### src/design/rd_cvt_pkt_pkg.sv
// ==========================================================
// field positions of the read request word
// and of the context entry sent to the egress side
// ==========================================================

package rd_cvt_pkt_pkg;

  // ==========================================================
  // request word
  // ==========================================================

  // thread id sits at the bottom
  parameter int req_axid_lsb = 0;

  // address follows the id
  parameter int req_addr_lsb = 4;

  // the flags sit above the address, so their positions
  // are given relative to the address top bit plus one

  // size field, 3 bits wide
  parameter int req_size_ofs = 0;

  // swizzle flag
  parameter int req_swizzle_ofs = 3;

  // odd flag
  parameter int req_odd_ofs = 4;

  // last transfer of a surface line
  parameter int req_ltran_ofs = 5;

  // first transfer of a surface line
  parameter int req_ftran_ofs = 6;

  // ==========================================================
  // context entry
  // ==========================================================

  // beats minus one
  parameter int cq_lens_lsb = 0;

  // flags passed through from the request
  parameter int cq_swizzle_bit = 2;
  parameter int cq_odd_bit = 3;
  parameter int cq_ltran_bit = 4;

  // drop the first or last 32-byte half of a beat
  parameter int cq_fdrop_bit = 5;
  parameter int cq_ldrop_bit = 6;

  // whole entry
  parameter int cq_width = 7;

endpackage

### src/design/rd_cvt_cfg_pkg.sv
// ==========================================================
// sizes used by the read-command converter
// id, length and counter widths, atom and burst offsets
// ==========================================================

package rd_cvt_cfg_pkg;

  // ==========================================================
  // id widths
  // ==========================================================

  // internal thread id carried by a request
  parameter int axid_width = 4;

  // id width on the external AR channel
  parameter int arid_width = 8;

  // ==========================================================
  // length and size fields
  // ==========================================================

  // internal burst length, beats minus one
  parameter int len_width = 2;

  // external AR length field
  parameter int arlen_width = 4;

  // request size in 32-byte atoms
  parameter int size_width = 3;

  // ==========================================================
  // outstanding-beat accounting
  // ==========================================================

  // counter holds up to 256 beats plus headroom
  parameter int os_cnt_width = 9;

  // programmed limit from the register file
  parameter int os_limit_width = 8;

  // ==========================================================
  // address geometry
  // ==========================================================

  // atom index inside a 256-byte block starts here
  parameter int atom_lsb = 5;

  // AR address is 64-byte aligned
  parameter int burst_lsb_clear = 6;

endpackage
### src/design/rd_ig_cvt.sv
// ==========================================================
// ingress read-command converter top level
// ==========================================================
`timescale 1ns/100ps

module rd_ig_cvt #(
  parameter int addr_width = 32
) (
  input  logic                                      nvdla_core_clk,
  input  logic                                      nvdla_core_rstn,
  input  logic                                      spt2cvt_req_valid,
  output logic                                      spt2cvt_req_ready,
  input  logic [addr_width+10:0]                    spt2cvt_req_pd,
  output logic                                      cq_wr_pvld,
  input  logic                                      cq_wr_prdy,
  output logic [rd_cvt_cfg_pkg::axid_width-1:0]     cq_wr_thread_id,
  output logic [rd_cvt_pkt_pkg::cq_width-1:0]       cq_wr_pd,
  output logic                                      cvif2noc_axi_ar_arvalid,
  input  logic                                      cvif2noc_axi_ar_arready,
  output logic [rd_cvt_cfg_pkg::arid_width-1:0]     cvif2noc_axi_ar_arid,
  output logic [addr_width-1:0]                     cvif2noc_axi_ar_araddr,
  output logic [rd_cvt_cfg_pkg::arlen_width-1:0]    cvif2noc_axi_ar_arlen,
  input  logic                                      eg2ig_axi_vld,
  input  logic [rd_cvt_cfg_pkg::os_limit_width-1:0] reg2dp_rd_os_cnt
);

  localparam int idw = rd_cvt_cfg_pkg::axid_width;
  localparam int lw = rd_cvt_cfg_pkg::len_width;

  logic [lw-1:0]         cmd_len;
  logic [addr_width+5:0] cmd_word;
  logic                  axi_cmd_vld;
  logic                  axi_cmd_rdy;
  logic [addr_width+5:0] opipe_pd;

  rd_req_decode #(.addr_width(addr_width)) u_req_decode (
    .nvdla_core_clk  (nvdla_core_clk),
    .nvdla_core_rstn (nvdla_core_rstn),
    .req_pd          (spt2cvt_req_pd),
    .cmd_len         (cmd_len),
    .cmd_word        (cmd_word),
    .cq_pd           (cq_wr_pd),
    .cq_thread_id    (cq_wr_thread_id)
  );

  rd_os_throttle u_os_throttle (
    .nvdla_core_clk   (nvdla_core_clk),
    .nvdla_core_rstn  (nvdla_core_rstn),
    .req_valid        (spt2cvt_req_valid),
    .cq_wr_prdy       (cq_wr_prdy),
    .axi_cmd_rdy      (axi_cmd_rdy),
    .cmd_len          (cmd_len),
    .eg2ig_axi_vld    (eg2ig_axi_vld),
    .reg2dp_rd_os_cnt (reg2dp_rd_os_cnt),
    .req_ready        (spt2cvt_req_ready),
    .cq_wr_pvld       (cq_wr_pvld),
    .axi_cmd_vld      (axi_cmd_vld)
  );

  rd_ar_skid_pipe #(.addr_width(addr_width)) u_ar_skid_pipe (
    .nvdla_core_clk  (nvdla_core_clk),
    .nvdla_core_rstn (nvdla_core_rstn),
    .in_vld          (axi_cmd_vld),
    .in_pd           (cmd_word),
    .out_rdy         (cvif2noc_axi_ar_arready),
    .in_rdy          (axi_cmd_rdy),
    .out_vld         (cvif2noc_axi_ar_arvalid),
    .out_pd          (opipe_pd)
  );

  // ==========================================================
  // AR fields, id and length widened to the bus
  // ==========================================================
  assign cvif2noc_axi_ar_arid = {{(rd_cvt_cfg_pkg::arid_width-idw){1'b0}},
                                 opipe_pd[addr_width+lw +: idw]};
  assign cvif2noc_axi_ar_araddr = opipe_pd[lw +: addr_width];
  assign cvif2noc_axi_ar_arlen = {{(rd_cvt_cfg_pkg::arlen_width-lw){1'b0}},
                                  opipe_pd[lw-1:0]};

endmodule

### src/design/rd_ar_skid_pipe.sv
// ==========================================================
// one-stage skid buffer and pipe register for the AR word
// ==========================================================
`timescale 1ns/100ps

module rd_ar_skid_pipe #(
  parameter int addr_width = 32
) (
  input  logic                  nvdla_core_clk,
  input  logic                  nvdla_core_rstn,
  input  logic                  in_vld,
  input  logic [addr_width+5:0] in_pd,
  input  logic                  out_rdy,
  output logic                  in_rdy,
  output logic                  out_vld,
  output logic [addr_width+5:0] out_pd
);

  logic                  skid_catch;
  logic                  skid_ready;
  logic                  skid_valid;
  logic [addr_width+5:0] skid_data;
  logic                  sp_valid;
  logic [addr_width+5:0] sp_data;
  logic                  pipe_valid;
  logic                  pipe_ready_bc;
  logic [addr_width+5:0] pipe_data;

  // ==========================================================
  // skid stage
  // ==========================================================
  // ready was promised last cycle but the pipe is blocked
  assign skid_catch = in_vld & in_rdy & ~pipe_ready_bc;
  assign skid_ready = skid_valid ? pipe_ready_bc : ~skid_catch;

  always_ff @(posedge nvdla_core_clk or negedge nvdla_core_rstn) begin
    if (!nvdla_core_rstn) begin
      skid_valid <= 1'b0;
      in_rdy <= 1'b1;
    end else begin
      skid_valid <= skid_valid ? ~pipe_ready_bc : skid_catch;
      // registered ready toward the throttle
      in_rdy <= skid_ready;
    end
  end

  always_ff @(posedge nvdla_core_clk) begin
    if (skid_catch) begin
      skid_data <= in_pd;
    end
  end

  // bypass the skid while ready is up
  assign sp_valid = in_rdy ? in_vld : skid_valid;
  assign sp_data = in_rdy ? in_pd : skid_data;

  // ==========================================================
  // pipe stage
  // ==========================================================
  // an empty stage takes a word even if out_rdy is low
  assign pipe_ready_bc = out_rdy | ~pipe_valid;

  always_ff @(posedge nvdla_core_clk or negedge nvdla_core_rstn) begin
    if (!nvdla_core_rstn) begin
      pipe_valid <= 1'b0;
    end else begin
      pipe_valid <= pipe_ready_bc ? sp_valid : 1'b1;
    end
  end

  always_ff @(posedge nvdla_core_clk) begin
    if (pipe_ready_bc && sp_valid) begin
      pipe_data <= sp_data;
    end
  end

  assign out_vld = pipe_valid;
  assign out_pd = pipe_data;

  // upstream keeps offering the word until the pipe takes it
  a_vld_hold: assert property (@(posedge nvdla_core_clk) disable iff (!nvdla_core_rstn)
    (in_vld && !in_rdy) |=> in_vld);

endmodule

### src/design/rd_os_throttle.sv
// ==========================================================
// outstanding-beat counter, full test and the
// request / context queue / AR pipe interlock
// ==========================================================
`timescale 1ns/100ps

module rd_os_throttle (
  input  logic                                      nvdla_core_clk,
  input  logic                                      nvdla_core_rstn,
  input  logic                                      req_valid,
  input  logic                                      cq_wr_prdy,
  input  logic                                      axi_cmd_rdy,
  input  logic [rd_cvt_cfg_pkg::len_width-1:0]      cmd_len,
  input  logic                                      eg2ig_axi_vld,
  input  logic [rd_cvt_cfg_pkg::os_limit_width-1:0] reg2dp_rd_os_cnt,
  output logic                                      req_ready,
  output logic                                      cq_wr_pvld,
  output logic                                      axi_cmd_vld
);

  localparam int cw = rd_cvt_cfg_pkg::os_cnt_width;
  localparam int lw = rd_cvt_cfg_pkg::len_width;
  localparam int mw = rd_cvt_cfg_pkg::os_limit_width;

  logic          eg_vld_d;
  logic [cw-1:0] os_cnt;
  logic [cw-1:0] os_cnt_nxt;
  logic [lw:0]   req_beats;
  logic [cw:0]   os_est;
  logic [cw:0]   os_lim;
  logic          os_full;
  logic          add_en;
  logic          sub_en;

  // ==========================================================
  // full test
  // ==========================================================
  // beats of the request on the port, len plus one
  assign req_beats = {1'b0, cmd_len} + 1'b1;

  // estimate of the count if this request went out now
  assign os_est = {1'b0, os_cnt}
                + (req_valid ? {{(cw+1-lw-1){1'b0}}, req_beats} : '0)
                - {{cw{1'b0}}, eg_vld_d};

  assign os_lim = {{(cw+1-mw){1'b0}}, reg2dp_rd_os_cnt} + 1'b1;
  assign os_full = os_est > os_lim;

  // ==========================================================
  // interlock
  // ==========================================================
  // each strobe waits on the other two sinks, never on itself
  assign cq_wr_pvld = req_valid & axi_cmd_rdy & ~os_full;
  assign axi_cmd_vld = req_valid & cq_wr_prdy & ~os_full;
  assign req_ready = axi_cmd_rdy & cq_wr_prdy & ~os_full;

  // ==========================================================
  // counter
  // ==========================================================
  assign add_en = axi_cmd_vld & axi_cmd_rdy;
  assign sub_en = eg_vld_d;

  assign os_cnt_nxt = os_cnt
                    + (add_en ? {{(cw-lw-1){1'b0}}, req_beats} : '0)
                    - {{(cw-1){1'b0}}, sub_en};

  always_ff @(posedge nvdla_core_clk or negedge nvdla_core_rstn) begin
    if (!nvdla_core_rstn) begin
      eg_vld_d <= 1'b0;
      os_cnt <= '0;
    end else begin
      // return strobe lands one cycle late
      eg_vld_d <= eg2ig_axi_vld;
      if (add_en || sub_en) begin
        os_cnt <= os_cnt_nxt;
      end
    end
  end

  // limit register tops out at 255, so 256 beats is the ceiling
  a_os_max: assert property (@(posedge nvdla_core_clk) disable iff (!nvdla_core_rstn)
    (add_en || sub_en) |=> (os_cnt <= 9'd256));

endmodule

### src/design/rd_req_decode.sv
// ==========================================================
// request unpack, AR address and length calculation,
// context-entry packing
// ==========================================================
`timescale 1ns/100ps

module rd_req_decode #(
  parameter int addr_width = 32
) (
  input  logic                                     nvdla_core_clk,
  input  logic                                     nvdla_core_rstn,
  input  logic [addr_width+10:0]                   req_pd,
  output logic [rd_cvt_cfg_pkg::len_width-1:0]     cmd_len,
  output logic [addr_width+5:0]                    cmd_word,
  output logic [rd_cvt_pkt_pkg::cq_width-1:0]      cq_pd,
  output logic [rd_cvt_cfg_pkg::axid_width-1:0]    cq_thread_id
);

  // first bit above the address field
  localparam int flag_base = rd_cvt_pkt_pkg::req_addr_lsb + addr_width;
  localparam int clr_bits = rd_cvt_cfg_pkg::burst_lsb_clear;
  localparam int atom_lsb = rd_cvt_cfg_pkg::atom_lsb;

  logic [rd_cvt_cfg_pkg::axid_width-1:0] req_axid;
  logic [addr_width-1:0]                 req_addr;
  logic [rd_cvt_cfg_pkg::size_width-1:0] req_size;
  logic                                  req_swizzle;
  logic                                  req_odd;
  logic                                  req_ltran;
  logic                                  req_ftran;
  logic [2:0]                            stt_atom;
  logic [2:0]                            end_atom;
  logic                                  end_carry;
  logic [addr_width-1:0]                 ar_addr;
  logic                                  inc;
  logic                                  len_carry;
  logic                                  fdrop;
  logic                                  ldrop;

  // ==========================================================
  // unpack
  // ==========================================================
  assign req_axid = req_pd[rd_cvt_pkt_pkg::req_axid_lsb +: rd_cvt_cfg_pkg::axid_width];
  assign req_addr = req_pd[rd_cvt_pkt_pkg::req_addr_lsb +: addr_width];
  assign req_size =
    req_pd[flag_base + rd_cvt_pkt_pkg::req_size_ofs +: rd_cvt_cfg_pkg::size_width];
  assign req_swizzle = req_pd[flag_base + rd_cvt_pkt_pkg::req_swizzle_ofs];
  assign req_odd = req_pd[flag_base + rd_cvt_pkt_pkg::req_odd_ofs];
  assign req_ltran = req_pd[flag_base + rd_cvt_pkt_pkg::req_ltran_ofs];
  assign req_ftran = req_pd[flag_base + rd_cvt_pkt_pkg::req_ftran_ofs];

  // ==========================================================
  // address and length
  // ==========================================================
  // atom index within the 256-byte block
  assign stt_atom = req_addr[atom_lsb +: 3];
  assign {end_carry, end_atom} = {1'b0, stt_atom} + {1'b0, req_size};

  // AR address drops to 64-byte alignment
  assign ar_addr = {req_addr[addr_width-1:clr_bits], {clr_bits{1'b0}}};

  // single line, odd atom count, swizzled: one extra beat
  assign inc = req_ftran & req_ltran & req_size[0] & req_swizzle;
  assign {len_carry, cmd_len} = {1'b0, req_size[2:1]} + {2'b00, inc};

  // odd start means the lower half of the first beat is unused
  assign fdrop = req_ftran & stt_atom[0];
  // even end means the upper half of the last beat is unused
  assign ldrop = req_ltran & ~end_atom[0];

  // ==========================================================
  // outputs
  // ==========================================================
  // AR word for the pipe: id, address, length
  assign cmd_word = {req_axid, ar_addr, cmd_len};

  always_comb begin
    cq_pd = '0;
    cq_pd[rd_cvt_pkt_pkg::cq_lens_lsb +: rd_cvt_cfg_pkg::len_width] = cmd_len;
    cq_pd[rd_cvt_pkt_pkg::cq_swizzle_bit] = req_swizzle;
    cq_pd[rd_cvt_pkt_pkg::cq_odd_bit] = req_odd;
    cq_pd[rd_cvt_pkt_pkg::cq_ltran_bit] = req_ltran;
    cq_pd[rd_cvt_pkt_pkg::cq_fdrop_bit] = fdrop;
    cq_pd[rd_cvt_pkt_pkg::cq_ldrop_bit] = ldrop;
  end

  assign cq_thread_id = req_axid;

  // upstream splitter only issues 32-byte aligned requests
  a_addr_align: assert property (@(posedge nvdla_core_clk) disable iff (!nvdla_core_rstn)
    req_addr[4:0] == 5'd0);

  // splitter never lets a request cross a 256-byte block
  a_no_block_cross: assert property (@(posedge nvdla_core_clk) disable iff (!nvdla_core_rstn)
    !end_carry);

  a_len_no_ovf: assert property (@(posedge nvdla_core_clk) disable iff (!nvdla_core_rstn)
    !len_carry);

endmodule

### config.mk
export PLATFORM = sky130hd
export DESIGN_NAME = rd_ig_cvt
export DESIGN_NICKNAME = d
export VERILOG_FILES = /design/src/design/rd_cvt_pkt_pkg.sv /design/src/design/rd_cvt_cfg_pkg.sv /design/src/design/rd_ig_cvt.sv /design/src/design/rd_ar_skid_pipe.sv /design/src/design/rd_os_throttle.sv /design/src/design/rd_req_decode.sv
export SDC_FILE = /design/constraint.sdc
export NUM_CORES = 1
export LEC_CHECK = 0
export BUFFER_PORTS_ARGS = -buffer_cell sky130_fd_sc_hd__buf_2
export CAP_MARGIN = 15
export CORE_MARGIN = 2
export CORE_UTILIZATION = 53
export DETAILED_ROUTE_END_ITERATION = 8
export PLACE_DENSITY_LB_ADDON = 0.12
export SKIP_CTS_REPAIR_TIMING = 1
export SYNTH_ARGS = -nofsm -noshare
export SYNTH_HDL_FRONTEND = slang
export SYNTH_SLANG_ARGS = --single-unit
### constraint.sdc
create_clock -name nvdla_core_clk -period 9.2 [get_ports nvdla_core_clk]
set_input_delay 2.3 -clock nvdla_core_clk [delete_from_list [all_inputs] [get_ports nvdla_core_clk]]
set_output_delay 2.3 -clock nvdla_core_clk [all_outputs]
set_load 0.02 [all_outputs]
Word level (Yosys, flattened, before mapping)
Index checks and enable logic that the tools add are counted.
- reduce and logical (&&, ||, !) cells: 2
- muxes and demuxes: 7
- bitwise gates (word level): 19
- order comparisons: 1
- $add $sub $neg: 8
- operators with widths (cell ; number):
    two-way mux 38 bit ; 1
    bitwise AND 1 bit ; 13
    adder 9 x 10 -> 10 bit ; 1
    > comparator 10 bit ; 1
    subtractor 10 x 1 -> 10 bit ; 1
    adder 8 x 1 -> 9 bit (second input constant) ; 1
    adder 9 bit ; 1
    subtractor 9 x 1 -> 9 bit ; 1
    two-way mux 3 bit ; 2
    inverter 1 bit ; 5
    two-way mux 1 bit ; 4
    adder 2 x 1 -> 3 bit (second input constant) ; 1
    adder 2 x 1 -> 2 bit ; 1
    adder 1 bit ; 1
    logical AND 1 bit ; 1
    logical OR 1 bit ; 1
    OR 1 bit ; 1
- word-level logic and storage cells: 44
- register bits: 77
- input port bits: 57
- output and inout port bits: 58

Longest topological paths before layout
Gate-level depths: netlist of run 1.
- word-level depth: 15
- gate-level depth with buffers: 30
- gate-level depth less buffers: 30

Hierarchy
From an unflattened synthesis of run 1, not the netlist that was laid out.
- cells, all modules: 379
- area, all modules: 5170.0 sq um
- by module, submodules not included (module ; area each (sq um) ; instances ; seq. area each (sq um) ; cells each):
    rd_ar_skid_pipe ; 3071.7 ; 1 ; 2358.5 ; 131
    rd_os_throttle ; 1625.3 ; 1 ; 250.2 ; 185
    rd_req_decode ; 424.2 ; 1 ; 0.0 ; 56
    rd_ig_cvt ; 48.8 ; 1 ; 0.0 ; 7

Worst setup path after synthesis of run 1
No wires, ideal clock.
- kind: input -> register
- start: input port spt2cvt_req_pd[41]
- end: register u_ar_skid_pipe.pipe_data[0] (netlist: u_ar_skid_pipe.out_pd[0]), enable pin
- buffers on the path: 0
- arrival time: 8.594 ns
- stages on the path: 21
- library setup time: 0.470 ns
- setup slack: 0.136 ns
- cell sequence: and4_1 > ha_1 > xor2_1 > xor2_1 > nand2_1 > ha_1 > inv_1 > ha_1 > a211oi_1 > o21bai_1 > a21oi_1 > o21ai_0 > a21oi_1 > xnor2_1 > ha_1 > a21o_1 > a21oi_1 > o2111a_1 > o2111a_2 > nand3_1 > a21boi_0
- longest elaborated chain between the ends: 13
- ends and longest elaborated chain (what ; RTL line ; source):
    start, declared ; rd_ig_cvt.sv:13 ; input logic [addr_width+10:0] spt2cvt_req_pd,
    bitwise AND 1 bit (3 in a row) ; rd_req_decode.sv:63 ; assign inc = req_ftran & req_ltran & req_size[0] & req_swizzle;
    adder 2 x 1 -> 2 bit ; rd_req_decode.sv:64 ; assign {len_carry, cmd_len} = {1'b0, req_size[2:1]} + {2'b00, inc};
    net cq_wr_pd (one bit) ; rd_ig_cvt.sv:17 ; output logic [rd_cvt_pkt_pkg::cq_width-1:0] cq_wr_pd,
    adder 2 x 1 -> 3 bit ; rd_os_throttle.sv:39 ; assign req_beats = {1'b0, cmd_len} + 1'b1;
    two-way mux 3 bit ; rd_os_throttle.sv:43 ; + (req_valid ? {{(cw+1-lw-1){1'b0}}, req_beats} : '0)
    adder 9 x 10 -> 10 bit ; rd_os_throttle.sv:43 ;
    subtractor 10 x 1 -> 10 bit ; rd_os_throttle.sv:44 ; - {{cw{1'b0}}, eg_vld_d};
    > comparator 10 bit ; rd_os_throttle.sv:47 ; assign os_full = os_est > os_lim;
    inverter 1 bit ; rd_os_throttle.sv:54 ; assign axi_cmd_vld = req_valid & cq_wr_prdy & ~os_full;
    bitwise AND 1 bit ; rd_os_throttle.sv:54 ;
    two-way mux 1 bit ; rd_ar_skid_pipe.sv:54 ; assign sp_valid = in_rdy ? in_vld : skid_valid;
    logical AND 1 bit ; rd_ar_skid_pipe.sv:72 ; if (pipe_ready_bc && sp_valid) begin
    end signal, assigned ; rd_ar_skid_pipe.sv:73 ; pipe_data <= sp_data;
    end, declared ; rd_ar_skid_pipe.sv:27 ; logic [addr_width+5:0] pipe_data;
The timed path passes the listed nets, and every way through them passes these cells.
A chain may end at the register's enable or synchronous reset.

Worst setup path in the final report of run 1
- start: input port spt2cvt_req_pd[36]
- end: output port cq_wr_pvld
- longest elaborated chain between the ends: 10
- ends and longest elaborated chain (what ; RTL line ; source):
    bitwise AND 1 bit (2 in a row) ; rd_req_decode.sv:63 ;
    adder 2 x 1 -> 2 bit ; rd_req_decode.sv:64 ;
    adder 2 x 1 -> 3 bit ; rd_os_throttle.sv:39 ;
    two-way mux 3 bit ; rd_os_throttle.sv:43 ;
    adder 9 x 10 -> 10 bit ; rd_os_throttle.sv:43 ;
    subtractor 10 x 1 -> 10 bit ; rd_os_throttle.sv:44 ;
    > comparator 10 bit ; rd_os_throttle.sv:47 ;
    inverter 1 bit ; rd_os_throttle.sv:53 ; assign cq_wr_pvld = req_valid & axi_cmd_rdy & ~os_full;
    bitwise AND 1 bit ; rd_os_throttle.sv:53 ;
    end, declared ; rd_ig_cvt.sv:14 ; output logic cq_wr_pvld,
Every way passes these cells.

==> results of run 1 <==
-- worst max-delay path, cell delays in order --
cell and delay, ps:
buf_2 100, and4_1 240, ha_1 210, xor2_2 260, xor2_2 220, nand2_1 90, ha_1 270, inv_1 60
fa_1 430, a21o_1 180, a21oi_1 210, o21bai_1 90, a21oi_1 240, o21ai_0 140, xnor2_1 240, ha_1 280
a21oi_1 190, o2111a_1 280, o2111a_1 290, and2_1 150, buf_2 160
-- cell families (layout without fill, tap and decap cells) --
kind of cell	count (synthesis)	count (layout)	share of synthesized area
DFF	77	77	0.541
buffers and inverters	58	144	0.0716
AOI/OAI and AO/OA	50	50	0.0830
and+or+nand+nor	44	44	0.0535
muxes	40	40	0.108
adders and majority gates	32	32	0.0999
xor gates and xnor gates	20	20	0.0421
other	1	12	0.000902
-- flip-flops by register name (all words and copies together) (netlist names) --
name,count
u_ar_skid_pipe.out_vld,1
u_ar_skid_pipe.skid_data,32
u_os_throttle.eg_vld_d,1
u_ar_skid_pipe.out_pd,32
u_os_throttle.os_cnt,9
u_ar_skid_pipe.in_rdy,1
u_ar_skid_pipe.skid_valid,1
-- metal layers --
layer / up-vias / wire [um] / track usage
li1: 1315 / - / -
met1: 1281 / 3530 / 0.237
met2: 72 / 3600 / 0.294
met3: 7 / 385 / 0.0407
met4: 0 / 85 / 0.0485
met5: - / 0 / 0
-- how the worst max path moves through the flow --
stage | to | from | slack, ps
after floorplan | u_ar_skid_pipe.out_pd[0]$_DFFE_PP_ | spt2cvt_req_pd[41] | 140
after global placement | cq_wr_pvld | spt2cvt_req_pd[41] | 230
after detailed placement | cq_wr_pvld | spt2cvt_req_pd[41] | 120
after CTS | cq_wr_pvld | spt2cvt_req_pd[41] | 70
after global routing | spt2cvt_req_ready | spt2cvt_req_pd[36] | -30
final | cq_wr_pvld | spt2cvt_req_pd[36] | 250
-- final cells by class --
class	count	area, um2	share of cell area
clock buffers	10	128	0.0261
repair buffers	97	490	0.100
flip-flops and latches	77	2250	0.459
inverters	31	116	0.0238
multi-input cells	198	1690	0.345
well taps	102	128	0.0261
clock inverters	6	96.3	0.0197
-- power breakdown --
part	internal (mW)	switching [mW]	total, mW
registers	0.489	0.0260	0.515
logic	0.426	0.603	1.03
clock network	0.156	0.129	0.285
-- cell usage in the layout, fill, tap and decap left out, drive strengths merged, types with 3 or more instances in the layout --
cell / Yosys / final
o21ai: 9 / 9
a21oi: 16 / 16
o21bai: 3 / 3
nor2: 10 / 10
nand3: 9 / 9
clkbuf: 5 / 10
xnor2: 10 / 10
mux2i: 6 / 6
ha: 30 / 30
edfxtp: 64 / 64
and2: 4 / 4
mux2: 34 / 34
nor2b: 3 / 3
xor2: 10 / 10
dfrtp: 12 / 12
nand4: 3 / 3
o2111a: 3 / 3
a21o: 10 / 10
conb: 1 / 12
buf: 22 / 97
nand2: 8 / 8
inv: 31 / 32
-- through the flow --
stage / setup TNS [ps] / utilization / worst slack [ps]
3_5_place_dp: 0 / 0.608 / 116
6_report: 0 / 0.641 / 247
3_3_place_gp: 0 / 0.608 / 233
2_1_floorplan: 0 / - / 136
4_1_cts: 0 / 0.637 / 71.2
5_1_grt: -48.5 / 0.641 / -27.0
==> impl_metrics.toml, run 1 <==
[run_status]
outcome = "complete, no violations"

[synthesis]
synth.most_common_cell = "edfxtp_1"
synth_top_area_frac = 0.462
syn_area_um2 = 4160
ys.flop_type = "edfxtp_1"
ys_ff_latch = 77
async_flop_share = 0.169
avgSynthCellArea_um2 = 12.9
synth-edff-count = 64
synthTopCellsByArea = "edfxtp_1, ha_1, mux2_2"
yosysUniqueCellTypes = 39
synth_cells = 322
synth_common_cells = "edfxtp_1, mux2_2, inv_1"
yosysSeqAreaShare = 0.541
yosysTopAreaCell = "edfxtp_1"
ys.warnings.count = 0

[detailed_routing]
initialDrtViolationCount = 112
vias = 2675
dr.pass1.iters = 4
ant_nets = 0
post_drt_via_cell_ratio = 5.13
routed_wl_mm = 7.60
wl_per_cell_um = 14.6
drc_errors = 0

[clock_network]
htree_levels = 3
cts_sinks = 77
clkLatencyLatePin_ps = 340
root_buffer = "clkbuf_8"
clockBufferDepth = 2
cts_buffers = 9
cts_tree = "done"
clk_pin_slew_ps = 80

[min_path]
hp-class = "reg2reg"
worstHoldStart = "u_os_throttle.os_cnt[0]$_DFFE_PN0P_"
holdPathEnd = "u_os_throttle.os_cnt[0]$_DFFE_PN0P_"
hold_path_depth = 1

[global_routing]
grt_usage = 0.178
grt_max_degree = 36
grt_pass1_vias = 2479
grt_remaining_overflow = 0
antenna_found_initial = 0
grt_pass1_wl_mm = 11.7

[sta]
fmax_ghz = 0.112
finalSetupViolations = 0
max_slew_margin = 0.371
min_period_ps = 8950
fin_skew_ps = 11.4
hold_viol = 0
hold_ws_ps = 517
fin_crit_sh = 0.973
drv_slew = 0
worst_pin_slew_ps = 941

[placement]
dp_cells = 504
gp_congestion = 0.835
port_buffers = 95
dpl_cell_area_um2 = 4650
dp_hpwl_mm = 5.51

[die]
initial_core_util = 0.544
fp.dieH_um = 92.6
coreArea_um2 = 7650
chipWidth_um = 92.6
num_rows = 32
top_level_ports = 115
dieArea_um2 = 8570

[power]
powerDensity_nw_per_um2 = 373
peakVddDrop_mv = 0.256
p_leak_nw = 2.14
totalPowerFinal_mw = 1.83

[critical_path]
reg2reg_from = "u_os_throttle.eg_vld_d$_DFF_PN0_"
crit_required_ps = 6900
path_class = "in2out"
crit_fanout = 4
worst_setup_path_start_kind = "input pin"
crit_arrival_ps = 6650
ff2ff_setup_slack_ps = 3390
rr_endpoint = "u_os_throttle.os_cnt[8]$_DFFE_PN0P_"
cp-end-kind = "output pin"
ff2ff_path_depth = 25

[finish]
syn_to_final_growth_pct = 17.8
final_area_um2 = 4900
drive_gt1_frac = 0.370
nFillCells = 605
diodes = 0
final_nets = 503
stdcell_count = 521

[flow_run]
max_cap_violations = 0
Power figures use the tool's default switching activity.
==> run 2: changes to the inputs <==
--- a/config.mk
+++ b/config.mk
@@ -8,10 +8,12 @@
 export BUFFER_PORTS_ARGS = -buffer_cell sky130_fd_sc_hd__buf_2
 export CAP_MARGIN = 15
 export CORE_MARGIN = 2
-export CORE_UTILIZATION = 53
+export CORE_UTILIZATION = 55
 export DETAILED_ROUTE_END_ITERATION = 8
 export PLACE_DENSITY_LB_ADDON = 0.12
+export REMOVE_ABC_BUFFERS = 1
 export SKIP_CTS_REPAIR_TIMING = 1
 export SYNTH_ARGS = -nofsm -noshare
 export SYNTH_HDL_FRONTEND = slang
+export SYNTH_HIERARCHICAL = 1
 export SYNTH_SLANG_ARGS = --single-unit
==> run 2 against run 1 <==
  * Die area up 19%
  * Clock power down 17%
  * Register-to-register slack got worse by 270 ps
  * Sequential share of layout area is 1.3 points higher
  * Via count grew 5.6%
  * Cell count rose by 7.1%
  * Hold slack better by 3.5 ps
  * Design area increased by 13%
  * Clock-buffer cell count shrank 1
  * Sequential cell count grew 12
  * Largest cell class unchanged
==> impl_metrics.toml, run 2 <==
[global_routing]
grt_usage = 0.161
grt_remaining_overflow = 0
grt_pass1_vias = 2645
antenna_found_initial = 0
grt_max_degree = 45
grt_pass1_wl_mm = 12.8

[run_status]
outcome = "complete, no violations"

[sta]
rsz0062_at_grt = "false"
drv_slew = 0
hold_ws_ps = 520
setup-tns-final_ps = 0
fmax_ghz = 0.113
finalSetupViolations = 0
fin_skew_ps = 5.21
fin_crit_sh = 0.965
min_period_ps = 8870
worst_pin_slew_ps = 948
max_slew_margin = 0.368
final.setup.worst_slack_ps = 325
hold_viol = 0

[placement]
gp_congestion = 0.787
place_ws_ps = 251
port_buffers = 101
dp_cells = 541
dpl_cell_area_um2 = 5350
dp_hpwl_mm = 5.82

[detailed_routing]
dr.pass1.iters = 4
post_drt_via_cell_ratio = 5.06
routed_wl_mm = 8.05
initialDrtViolationCount = 105
vias = 2825
ant_nets = 0
drc_errors = 0
wl_per_cell_um = 14.4

[synthesis]
ys.flop_type = "edfxtp_1"
synthTopCellsByArea = "edfxtp_1, mux2_4, buf_4"
synth-compound-area-share = 0.0511
synth_xor_area_frac = 0.0373
synth.area.mux_share = 0.136
avgSynthCellArea_um2 = 13.6
ys_ff_latch = 89
synth_cells = 379
synth_common_cells = "edfxtp_1, buf_4, mux2_4"
yosysUniqueCellTypes = 46
synth.most_common_cell = "edfxtp_1"
synth_top_family_by_area = "multiplexers"
yosysTopAreaCell = "edfxtp_1"
synth_top_area_frac = 0.441
async_flop_share = 0.146
synthAdderAreaFrac = 0.0828
yosysSeqAreaShare = 0.505
syn_area_um2 = 5170
synth-edff-count = 76
ys.warnings.count = 6
synth-simple-area-share = 0.0634

[die]
top_level_ports = 115
num_rows = 35
dieArea_um2 = 10200
initial_core_util = 0.562
fp.dieH_um = 101
chipWidth_um = 101
coreArea_um2 = 9200

[critical_path]
crit_required_ps = 6900
worst_setup_path_start_kind = "input pin"
crit_arrival_ps = 6570
path_class = "in2out"
cp-end-kind = "output pin"
crit_fanout = 4

[power]
switchingPower_mw = 0.846
p_seq_frac = 0.299
p_leak_nw = 2.50
peakVddDrop_mv = 0.284
powerDensity_nw_per_um2 = 362
comb_power_share = 0.582
p_sw_frac = 0.422
intPower_mw = 1.16
totalPowerFinal_mw = 2.00
p_clk_frac = 0.118

[finish]
final_area_um2 = 5530
syn_to_final_growth_pct = 6.92
diodes = 0
drive_gt1_frac = 0.391
final_nets = 532
stdcell_count = 558
layout_commonest_cell = "buf_2"
fin_util = 0.601
final_cell_mix = "buf_2, edfxtp_1, mux2_4"
nFillCells = 724

[clock_network]
cts_tree = "done"
cts_buffers = 9
cts_sinks = 89
htree_levels = 3
clkLatencyLatePin_ps = 350
clockBufferDepth = 2
root_buffer = "clkbuf_8"
clk_pin_slew_ps = 80

[flow_run]
max_cap_violations = 0

[min_path]
hp-class = "reg2reg"
==> run 2: final cells by class <==
class / count / area, um2 / area share
flip-flops and latches: 89 / 2610 / 0.472
well taps: 111 / 139 / 0.0251
clock buffers: 9 / 124 / 0.0224
multi-input cells: 209 / 1970 / 0.356
repair buffers: 106 / 543 / 0.0982
inverters: 27 / 101 / 0.0183
clock inverters: 7 / 45.0 / 0.00815
==> run 2: critical path, cell delays in order <==
cell and delay (ps):
buf_2 110, and4_1 190, ha_1 180, xor2_1 180, ha_1 310, nand2_1 60
ha_1 270, inv_1 60, fa_1 460, a21o_1 180, a21oi_1 230, o21bai_1 100
a21oi_1 220, o21ai_0 130, xor2_1 160, ha_1 310, inv_1 50, or3_1 360
o211ai_1 170, and4_1 330, buf_2 200
==> run 2: cells by family after synthesis <==
family | count (synthesis)
adders and majority gates | 33
buffers and inverters | 91
xor gates and xnor gates | 22
and+or+nand+nor | 57
DFF | 89
AOI/OAI and AO/OA | 36
other | 2
muxes | 49
==> run 2: final timing paths <==
kind | start | end | slack, ps | cells past startpoint
min in group asynchronous | nvdla_core_rstn | u_os_throttle/os_cnt[7]$_DFFE_PN0P_ | 1820 | 1
max in group asynchronous | nvdla_core_rstn | u_ar_skid_pipe/in_rdy$_DFF_PN1_ | 7100 | 1
min reg2reg | u_ar_skid_pipe/skid_valid$_DFF_PN0_ | u_ar_skid_pipe/skid_valid$_DFF_PN0_ | 520 | 2
max | spt2cvt_req_pd[41] | spt2cvt_req_ready | 330 | 21
max reg2reg | u_os_throttle/eg_vld_d$_DFF_PN0_ | u_os_throttle/os_cnt[8]$_DFFE_PN0P_ | 3120 | 26
min | u_ar_skid_pipe/skid_valid$_DFF_PN0_ | u_ar_skid_pipe/skid_valid$_DFF_PN0_ | 520 | 2
==> run 2: power by group through the flow <==
stage | Clock, mW | Combinational, mW | Sequential, mW
floorplan | 0 | 0.777 | 0.702
finish | 0.237 | 1.17 | 0.600
CTS | 0.247 | 1.15 | 0.601
global placement | 0 | 1.12 | 0.608
global route | 0.262 | 1.30 | 0.612
detailed placement | 0 | 1.14 | 0.609
==> run 2: per-layer routing <==
layer	track usage	up-vias	share of wire
li1	-	1410	-
met1	0.212	1330	0.46
met2	0.265	73	0.49
met3	0.0354	12	0.041
met4	0.0541	0	0.013
met5	0	-	0
==> run 3: changes to the inputs <==
--- a/config.mk
+++ b/config.mk
@@ -8,7 +8,7 @@
 export BUFFER_PORTS_ARGS = -buffer_cell sky130_fd_sc_hd__buf_2
 export CAP_MARGIN = 15
 export CORE_MARGIN = 2
-export CORE_UTILIZATION = 55
+export CORE_UTILIZATION = 59
 export DETAILED_ROUTE_END_ITERATION = 8
 export PLACE_DENSITY_LB_ADDON = 0.12
 export REMOVE_ABC_BUFFERS = 1
==> constraint.sdc (replaced) <==
create_clock -name nvdla_core_clk -period 10.5 [get_ports nvdla_core_clk]
set_input_delay 2.625 -clock nvdla_core_clk [delete_from_list [all_inputs] [get_ports nvdla_core_clk]]
set_output_delay 2.625 -clock nvdla_core_clk [all_outputs]
set_load 0.02 [all_outputs]
==> run 3 against run 2 <==
  * Combinational power shrank 15%
  * Clock power shrank 15%
  * Clock skew grew 6.7 ps
  * Worst setup slack gained 600 ps
  * Critical path depth is the same
  * Critical path type unchanged
  * Critical endpoint unchanged
  * Largest cell class unchanged
  * Highest routed layer unchanged
==> impl_metrics.toml, run 3 (same netlist as run 2, synthesis figures left out) <==
[run_status]
outcome = "complete, no violations"

[die]
dieArea_um2 = 9530
num_rows = 34
chipWidth_um = 97.6
initial_core_util = 0.602
fp.dieH_um = 97.6
coreArea_um2 = 8590
top_level_ports = 115

[clock_network]
clk_pin_slew_ps = 80
cts_sinks = 89
root_buffer = "clkbuf_8"
clockBufferDepth = 2
htree_levels = 3
clkLatencyLatePin_ps = 340
cts_tree = "done"
cts_buffers = 9

[detailed_routing]
initialDrtViolationCount = 98
dr.pass1.iters = 4
post_drt_via_cell_ratio = 5.13
routed_wl_mm = 8.02
ant_nets = 0
wl_per_cell_um = 14.6
drc_errors = 0
vias = 2822

[sta]
finalSetupViolations = 0
fin_crit_sh = 0.912
setup-tns-final_ps = 0
fmax_ghz = 0.104
fin_skew_ps = 11.9
max_slew_margin = 0.275
min_period_ps = 9580
worst_pin_slew_ps = 1090
hold_ws_ps = 523
hold_viol = 0
rsz0062_at_grt = "false"
drv_slew = 0

[power]
p_sw_frac = 0.424
switchingPower_mw = 0.730
powerDensity_nw_per_um2 = 313
peakVddDrop_mv = 0.324
intPower_mw = 0.990
p_seq_frac = 0.307
totalPowerFinal_mw = 1.72
comb_power_share = 0.576
p_leak_nw = 2.47
p_clk_frac = 0.117

[critical_path]
crit_arrival_ps = 6950
worst_setup_path_start_kind = "input pin"
ff2ff_path_depth = 26
worstSetupStartpoint = "spt2cvt_req_pd[41]"
cp-end-kind = "output pin"
ff2ff_setup_slack_ps = 4300
crit_end = "spt2cvt_req_ready"
path_class = "in2out"
reg2reg_from = "u_os_throttle/eg_vld_d$_DFF_PN0_"
rr_endpoint = "u_os_throttle/os_cnt[8]$_DFFE_PN0P_"
crit_fanout = 4
crit_required_ps = 7880

[finish]
final_cell_mix = "buf_2, edfxtp_1, mux2_4"
diodes = 0
nFillCells = 685
final_nets = 528
layout_commonest_cell = "buf_2"
final_area_um2 = 5490
drive_gt1_frac = 0.385
syn_to_final_growth_pct = 6.22

[global_routing]
antenna_found_initial = 0
grt_pass1_vias = 2776
grt_max_degree = 43
grt_usage = 0.172
grt_pass1_wl_mm = 13.2
grt_remaining_overflow = 0

[placement]
dpl_cell_area_um2 = 5330
dp_hpwl_mm = 6.04
port_buffers = 101
gp_congestion = 0.809

[min_path]
hp-class = "reg2reg"

[flow_run]
max_cap_violations = 0
## run 3: changes by cell type in the layout (fill, tap and decap cells not counted), sizes merged
cell,delta
clkinv,-2
clkinvlp,+1
buf,-4
## run 3: metrics by stage
stage | setup WS (ps) | utilization | std cells
global route | 449 | 0.639 | 550
detailed placement | 847 | 0.620 | 535
floorplan | 1250 | - | 325
finish | 922 | 0.639 | 550
CTS | 833 | 0.639 | 550
global placement | 886 | 0.620 | 535
## run 3: worst min-delay path by stage
stage	start	end	slack, ps	cells after the start
4_1_cts	u_os_throttle/os_cnt[1]$_DFFE_PN0P_	u_os_throttle/os_cnt[1]$_DFFE_PN0P_	520	1
5_1_grt	u_os_throttle/os_cnt[1]$_DFFE_PN0P_	u_os_throttle/os_cnt[1]$_DFFE_PN0P_	550	1
3_5_place_dp	u_os_throttle/os_cnt[1]$_DFFE_PN0P_	u_os_throttle/os_cnt[1]$_DFFE_PN0P_	490	1
6_report	u_os_throttle/os_cnt[1]$_DFFE_PN0P_	u_os_throttle/os_cnt[1]$_DFFE_PN0P_	520	1
2_1_floorplan	u_ar_skid_pipe/skid_valid$_DFF_PN0_	u_ar_skid_pipe/skid_valid$_DFF_PN0_	470	2
3_3_place_gp	u_ar_skid_pipe/skid_valid$_DFF_PN0_	u_ar_skid_pipe/skid_valid$_DFF_PN0_	490	2
## run 3: critical path, cell delays in order
cell      delay, ps
buf_2           110
and4_1          190
ha_1            180
xor2_1          300
ha_1            310
nand2_1          70
ha_1            220
inv_1           100
ha_1            280
a211oi_4        320
o21bai_1        120
a21o_1          210
nand3_1          80
nand2_1          70
xor2_1          150
ha_1            330
a21oi_1         170
o221ai_1        130
o211ai_1        420
and4_1          350
buf_2           200
## run 3: final cells by class
type | count | area [um2] | area share
Timing Repair Buffer | 102 | 513 | 0.0934
Clock buffer | 9 | 124 | 0.0226
Inverter | 27 | 101 | 0.0185
Clock inverter | 6 | 42.5 | 0.00775
Multi-Input combinational cell | 209 | 1970 | 0.358
Sequential cell | 89 | 2610 | 0.475
Tap cell | 108 | 135 | 0.0246
## run 3: layer usage
metal  GRT usage  vias up  routed length, um
met3      0.0367        7                359
met2       0.294       69               3940
met5           0        -                  0
met1       0.220     1342               3590
met4      0.0534        0                132
li1            -     1404                  -
## run 3: power groups by stage
stage | combinational [mW] | sequential, mW | clock [mW]
2_1_floorplan | 0.681 | 0.615 | 0
3_3_place_gp | 0.968 | 0.533 | 0
3_5_place_dp | 1.00 | 0.536 | 0
4_1_cts | 1.00 | 0.530 | 0.209
5_1_grt | 1.10 | 0.538 | 0.223
6_report | 0.990 | 0.528 | 0.202
